--- src/rtl/cpu_pkg.sv ---
package cpu_pkg;

   // Machine word, memory depth and register file size
   localparam int data_width    = 32;
   localparam int addr_width    = 8;
   localparam int reg_count     = 16;
   localparam int reg_idx_width = $clog2(reg_count);

   // Three-bit ALU command encoding
   typedef enum logic [2:0] {
      cmd_add  = 3'd0,
      cmd_sub  = 3'd1,
      cmd_xor  = 3'd2,
      cmd_slt  = 3'd3,
      cmd_and  = 3'd4,
      cmd_nand = 3'd5,
      cmd_nor  = 3'd6,
      cmd_or   = 3'd7
   } alu_cmd_t;

   typedef enum logic [3:0] {
      op_alu_r = 4'd0,
      op_alu_i = 4'd1,
      op_lw    = 4'd2,
      op_sw    = 4'd3,
      op_beq   = 4'd4,
      op_halt  = 4'd5
   } opcode_t;

   // One instruction word, read either as register form or immediate form.
   // Opcode, rd, rs and the command field sit at the same place in both views
   typedef union packed {
      struct packed {
         opcode_t     opcode;
         logic [3:0]  rd;
         logic [3:0]  rs;
         logic [3:0]  cmd;
         logic [3:0]  rt;
         logic [11:0] unused;
      } r_fmt;
      struct packed {
         opcode_t     opcode;
         logic [3:0]  rd;
         logic [3:0]  rs;
         logic [3:0]  cmd;
         logic [15:0] imm;
      } i_fmt;
   } instr_u;

endpackage

--- src/rtl/mem_bus_if.sv ---
interface mem_bus_if import cpu_pkg::*; ();

   // Request side, held steady by the master until gnt is seen
   logic                  req;
   logic                  we;
   logic [addr_width-1:0] addr;
   logic [data_width-1:0] wdata;

   // Grant is combinational; rdata follows a read grant by one cycle
   logic                  gnt;
   logic [data_width-1:0] rdata;

   modport master (
      output req, we, addr, wdata,
      input  gnt, rdata
   );

   modport arbiter (
      input  req, we, addr, wdata,
      output gnt, rdata
   );

endinterface

--- src/rtl/mem_arbiter.sv ---
module mem_arbiter import cpu_pkg::*; (
   input  logic                  clk,
   input  logic                  arst_n,
   mem_bus_if.arbiter            host,
   mem_bus_if.arbiter            core,
   output logic                  ram_we,
   output logic [addr_width-1:0] ram_addr,
   output logic [data_width-1:0] ram_wdata,
   input  logic [data_width-1:0] ram_rdata
);

   logic host_rd_q;
   logic core_rd_q;

   // Host always wins; the core only gets a free cycle
   assign host.gnt = host.req;
   assign core.gnt = core.req & ~host.req;

   always_comb begin
      if (host.req) begin
         ram_we    = host.we;
         ram_addr  = host.addr;
         ram_wdata = host.wdata;
      end else begin
         ram_we    = core.gnt & core.we;
         ram_addr  = core.addr;
         ram_wdata = core.wdata;
      end
   end

   // Remember who owns the read data coming out of the RAM next cycle
   always_ff @(posedge clk or negedge arst_n) begin
      if (!arst_n) begin
         host_rd_q <= 1'b0;
         core_rd_q <= 1'b0;
      end else begin
         host_rd_q <= host.gnt & ~host.we;
         core_rd_q <= core.gnt & ~core.we;
      end
   end

   assign host.rdata = host_rd_q ? ram_rdata : '0;
   assign core.rdata = core_rd_q ? ram_rdata : '0;

   // Read data reaches only the master whose read was granted a cycle before
   a_core_rdata: assert property (
      @(posedge clk) disable iff (!arst_n)
      core.gnt && !core.we |=> (core.rdata == ram_rdata) && (host.rdata == '0)
   ) else $error("core read data not returned on the cycle after its grant");

endmodule

--- src/flat_wrapper.sv ---
// flat-port wrapper written by rule: the top's interface ports become plain ports
module mem_arbiter_flat import cpu_pkg::*;
  (clk, arst_n, ram_we, ram_addr, ram_wdata, ram_rdata, host_req, host_we, host_addr, host_wdata, host_gnt, host_rdata, core_req, core_we, core_addr, core_wdata, core_gnt, core_rdata);
  mem_bus_if host_i ();
  mem_bus_if core_i ();
  input  logic clk;
  input  logic arst_n;
  output logic ram_we;
  output logic [addr_width-1:0] ram_addr;
  output logic [data_width-1:0] ram_wdata;
  input  logic [data_width-1:0] ram_rdata;
  input wire logic [$bits(host_i.req)-1:0] host_req;
  input wire logic [$bits(host_i.we)-1:0] host_we;
  input wire logic [$bits(host_i.addr)-1:0] host_addr;
  input wire logic [$bits(host_i.wdata)-1:0] host_wdata;
  output wire logic [$bits(host_i.gnt)-1:0] host_gnt;
  output wire logic [$bits(host_i.rdata)-1:0] host_rdata;
  input wire logic [$bits(core_i.req)-1:0] core_req;
  input wire logic [$bits(core_i.we)-1:0] core_we;
  input wire logic [$bits(core_i.addr)-1:0] core_addr;
  input wire logic [$bits(core_i.wdata)-1:0] core_wdata;
  output wire logic [$bits(core_i.gnt)-1:0] core_gnt;
  output wire logic [$bits(core_i.rdata)-1:0] core_rdata;
  assign host_i.req = host_req;
  assign host_i.we = host_we;
  assign host_i.addr = host_addr;
  assign host_i.wdata = host_wdata;
  assign host_gnt = host_i.gnt;
  assign host_rdata = host_i.rdata;
  assign core_i.req = core_req;
  assign core_i.we = core_we;
  assign core_i.addr = core_addr;
  assign core_i.wdata = core_wdata;
  assign core_gnt = core_i.gnt;
  assign core_rdata = core_i.rdata;
  mem_arbiter u_core (.clk(clk), .arst_n(arst_n), .host(host_i), .core(core_i), .ram_we(ram_we), .ram_addr(ram_addr), .ram_wdata(ram_wdata), .ram_rdata(ram_rdata));
endmodule
--- config.mk ---
export PLATFORM = sky130hd
export DESIGN_NAME = mem_arbiter_flat
export DESIGN_NICKNAME = d
export VERILOG_FILES = /design/src/rtl/cpu_pkg.sv /design/src/rtl/mem_bus_if.sv /design/src/rtl/mem_arbiter.sv /design/src/flat_wrapper.sv
export SDC_FILE = /design/constraint.sdc
export NUM_CORES = 1
export LEC_CHECK = 0
export BUFFER_PORTS_ARGS = -buffer_cell sky130_fd_sc_hd__buf_4
export CORE_AREA = 2 2 88 90
export CTS_CLUSTER_DIAMETER = 40
export CTS_CLUSTER_SIZE = 24
export DETAILED_ROUTE_END_ITERATION = 16
export DIE_AREA = 0 0 90 92
export PLACE_DENSITY = 0.56
export RECOVER_POWER = 50
export SETUP_SLACK_MARGIN = 0.5
export SYNTH_ARGS = -nofsm -noshare
export SYNTH_HDL_FRONTEND = slang
export SYNTH_SLANG_ARGS = --single-unit
--- constraint.sdc ---
create_clock -name clk -period 0.8 [get_ports clk]
set_input_delay 0.12 -clock clk [delete_from_list [all_inputs] [get_ports clk]]
set_output_delay 0.12 -clock clk [all_outputs]
set_load 0.05 [all_outputs]
==> impl_metrics.toml <==
[logic_synthesis]
syn_nets = 240
synthAdderAreaFrac = 0
synth_top_family_by_area = "multiplexers"
muxShareOfSynthArea = 0.512
simple_gate_share_of_the_synthesized_area = 0.362
leading_cell_types_by_total_area_after_synthesis = "sky130_fd_sc_hd__mux2_4, sky130_fd_sc_hd__and2_1, sky130_fd_sc_hd__buf_6"
synth_cell_type_count = 9
post_synth_inst_count = 122
synth_seq_cells = 2
post_syn_area_um2 = 1160
synth-xor-area-share = 0
syn_area_per_cell_um2 = 9.49
synth_warnings = 0
synth_sequential_area_ratio = 0.0432
compound_gate_fraction_of_synth_area = 0.00757
yosysTopAreaCellShare = 0.493
synth_top_area_cell = "sky130_fd_sc_hd__mux2_4"

[layout]
multiInputGateArea_um2 = 1220
fillers = 651
num-nets-final = 477
final_cell_area_um2 = 4200
final_layout_size_suffix_gt1_frac = 0.992
final_instance_count_without_filler_cells = 459
diodes = 0
layout-area-overhead-vs-synth_pct = 262
final-seq-area_um2 = 50.0

[sta]
rsz0062_at_grt = "true"
layout_worst_path_cycle_share = 1.57
layout_min_cycle_time_ps = 1250
smallest_setup_slack_after_layout_ps = -454
slew_headroom = 0.900
final_hold_viol_count = 2
tightestPinTransition_ps = 150
final_max_slew_viol_count = 0
setup_viol = 108
hold-worst-slack_ps = -315
fmax_ghz = 0.797

[power]
p_seq_frac = 0.031
irDropWorstVdd_v = 0.000573
comb_power_share = 0.856
netSwitchingFraction = 0.445
p_sw_w = 0.00158
power_per_cell_area_nw_per_um2 = 850
power.internal_w = 0.00198
clock_power_share = 0.113
total_leakage_power_nw = 2.17

[floorplan]
io_pins = 225
die_w_um = 90
floorplan.rows = 32
area_of_the_die_um2 = 8280
design.core.area_um2 = 7450
starting_density = 0.155
die-height_um = 92

[grt]
antenna_found_initial = 0
grt_start_max_net_pins = 24
global_route.overflow_total = 0
global_router_s_overall_resource_usage = 0.144
first_global_vias = 1931
first_pass_grt_wire_length_um = 9670

[clock_network]
clk_transition_reported_paths_ps = 30
cts-htree-levels = 1
numClockSinks = 2
clock_tree_buffer_depth = 2
tritoncts.num_buffers = 3
clockRootBuffer = "sky130_fd_sc_hd__clkbuf_8"
cts_tree = "done"

[run_status]
status = "finished with violations"
violations = "hold timing, setup timing"

[drt]
detail_route.wl_per_cell_um = 14.1
drt_first_iter_violations = 4
drt-vias-per-instance = 3.98
drt_pre_antenna_iters = 4
ant_nets = 0
detailroute.via_count = 1829
route.final.wire_length_um = 6490
post-route-drc-count = 0

[place]
placement.setup.worst_slack_ps = -292
dpl.cell_count = 443
routabilityCongestion = 0.676
placed_area_um2 = 3160
place.port_buffers = 224

[critical_path]
critical_path_peak_fanout = 22
arrival_worst_endpoint_ps = 1130
end_kind = "output pin"
setup.worst_path.class = "reg -> out"
crit_required_ps = 680
kind_of_start_point_of_the_critical_path = "flip-flop"

[job]
timing.max_cap.violations = 0

[worst_hold_path]
min-delay-path-class = "in -> async"
## flip-flops by register name, indices dropped and copies added, names as in the netlist
| signal | cells |
|---|---|
| u_core.core_rd_q | 1 |
| u_core.host_rd_q | 1 |
## Yosys cell counts
cell                       instances
sky130_fd_sc_hd__buf_6             5
sky130_fd_sc_hd__clkbuf_1          6
sky130_fd_sc_hd__buf_4             1
sky130_fd_sc_hd__and2_1           64
sky130_fd_sc_hd__a22o_1            1
sky130_fd_sc_hd__dfrtp_1           2
sky130_fd_sc_hd__nor2b_1           3
sky130_fd_sc_hd__mux2_4           38
sky130_fd_sc_hd__mux2_2            2
## power by group through the flow
stage | Combinational, W | Clock [W] | Sequential [W]
4_1_cts | 0.00301 | 0.000415 | 0.000112
3_5_place_dp | 0.00250 | 0 | 0.000112
3_3_place_gp | 0.00248 | 0 | 0.000112
5_1_grt | 0.00316 | 0.000436 | 0.000113
6_report | 0.00305 | 0.000401 | 0.000112
2_1_floorplan | 0.00160 | 0 | 0.000112
## kinds of logic (layout without fill, tap and decap cells)
logic type / after synthesis / count (layout)
compound gates: 1 / 1
buf+inv: 12 / 247
flops: 2 / 2
mux: 40 / 40
simple gates: 67 / 67
## metrics by stage
| stage | setup TNS [ps] | power [W] | util | hold slack (ps) |
|---|---|---|---|---|
| final | -36010 | 0.00356 | 0.563 | -315 |
| after global routing | -39350 | 0.00371 | 0.563 | -310 |
| after CTS | -36920 | 0.00354 | 0.545 | -320 |
| after detailed placement | -24490 | 0.00261 | 0.424 | -96.1 |
| after global placement | -24140 | 0.00259 | 0.424 | -97.1 |
| after floorplan | -9480 | 0.00171 | - | -176 |
## how the worst max path moves through the flow
stage / start / end / slack [ps] / depth (start not counted)
after global routing: u_core.core_rd_q / core_rdata[0] / -490 / 3
after global placement: host_req / ram_wdata[2] / -280 / 4
final: u_core.core_rd_q / core_rdata[0] / -450 / 3
after detailed placement: host_req / ram_wdata[28] / -290 / 4
after CTS: u_core.core_rd_q / core_rdata[8] / -470 / 3
after floorplan: host_req / ram_we / -130 / 3
## cells in the final DEF, fill, tap and decap left out, drive strengths merged
cell type	Yosys	routed
a22o	1	1
buf	6	243
nor2b	3	3
clkbuf	6	4
dfrtp	2	2
and2	64	64
mux2	40	40
## repair_timing
item                                    in CTS  in global routing
endpoints found under the hold margin        2                  2
endpoints found under the setup margin     109                109
pin swaps                                    0                  1
buffers inserted                             5                  2
gates cloned                                 6                  0
gates resized for setup                    169                 30
## layout make-up
class,instances,area share
clock buffers,3,0.00984
flip-flops and latches,2,0.0119
well taps,102,0.0304
repair buffers,244,0.658
multi-input cells,108,0.290
## routing by layer
| metal | wire length, um | track usage | share of wire |
|---|---|---|---|
| met1 | 1750 | 0.134 | 0.27 |
| met2 | 4030 | 0.299 | 0.62 |
| met3 | 639 | 0.0468 | 0.098 |
| met4 | 69 | 0.0321 | 0.011 |
| met5 | 0 | 0 | 0 |
## worst max-delay path, stage by stage, from the launching register on
cell                      delay [ps]
sky130_fd_sc_hd__dfrtp_1         400
sky130_fd_sc_hd__buf_12          170
sky130_fd_sc_hd__and2_2          190
sky130_fd_sc_hd__buf_6           150
Power figures use the tool's default switching activity.
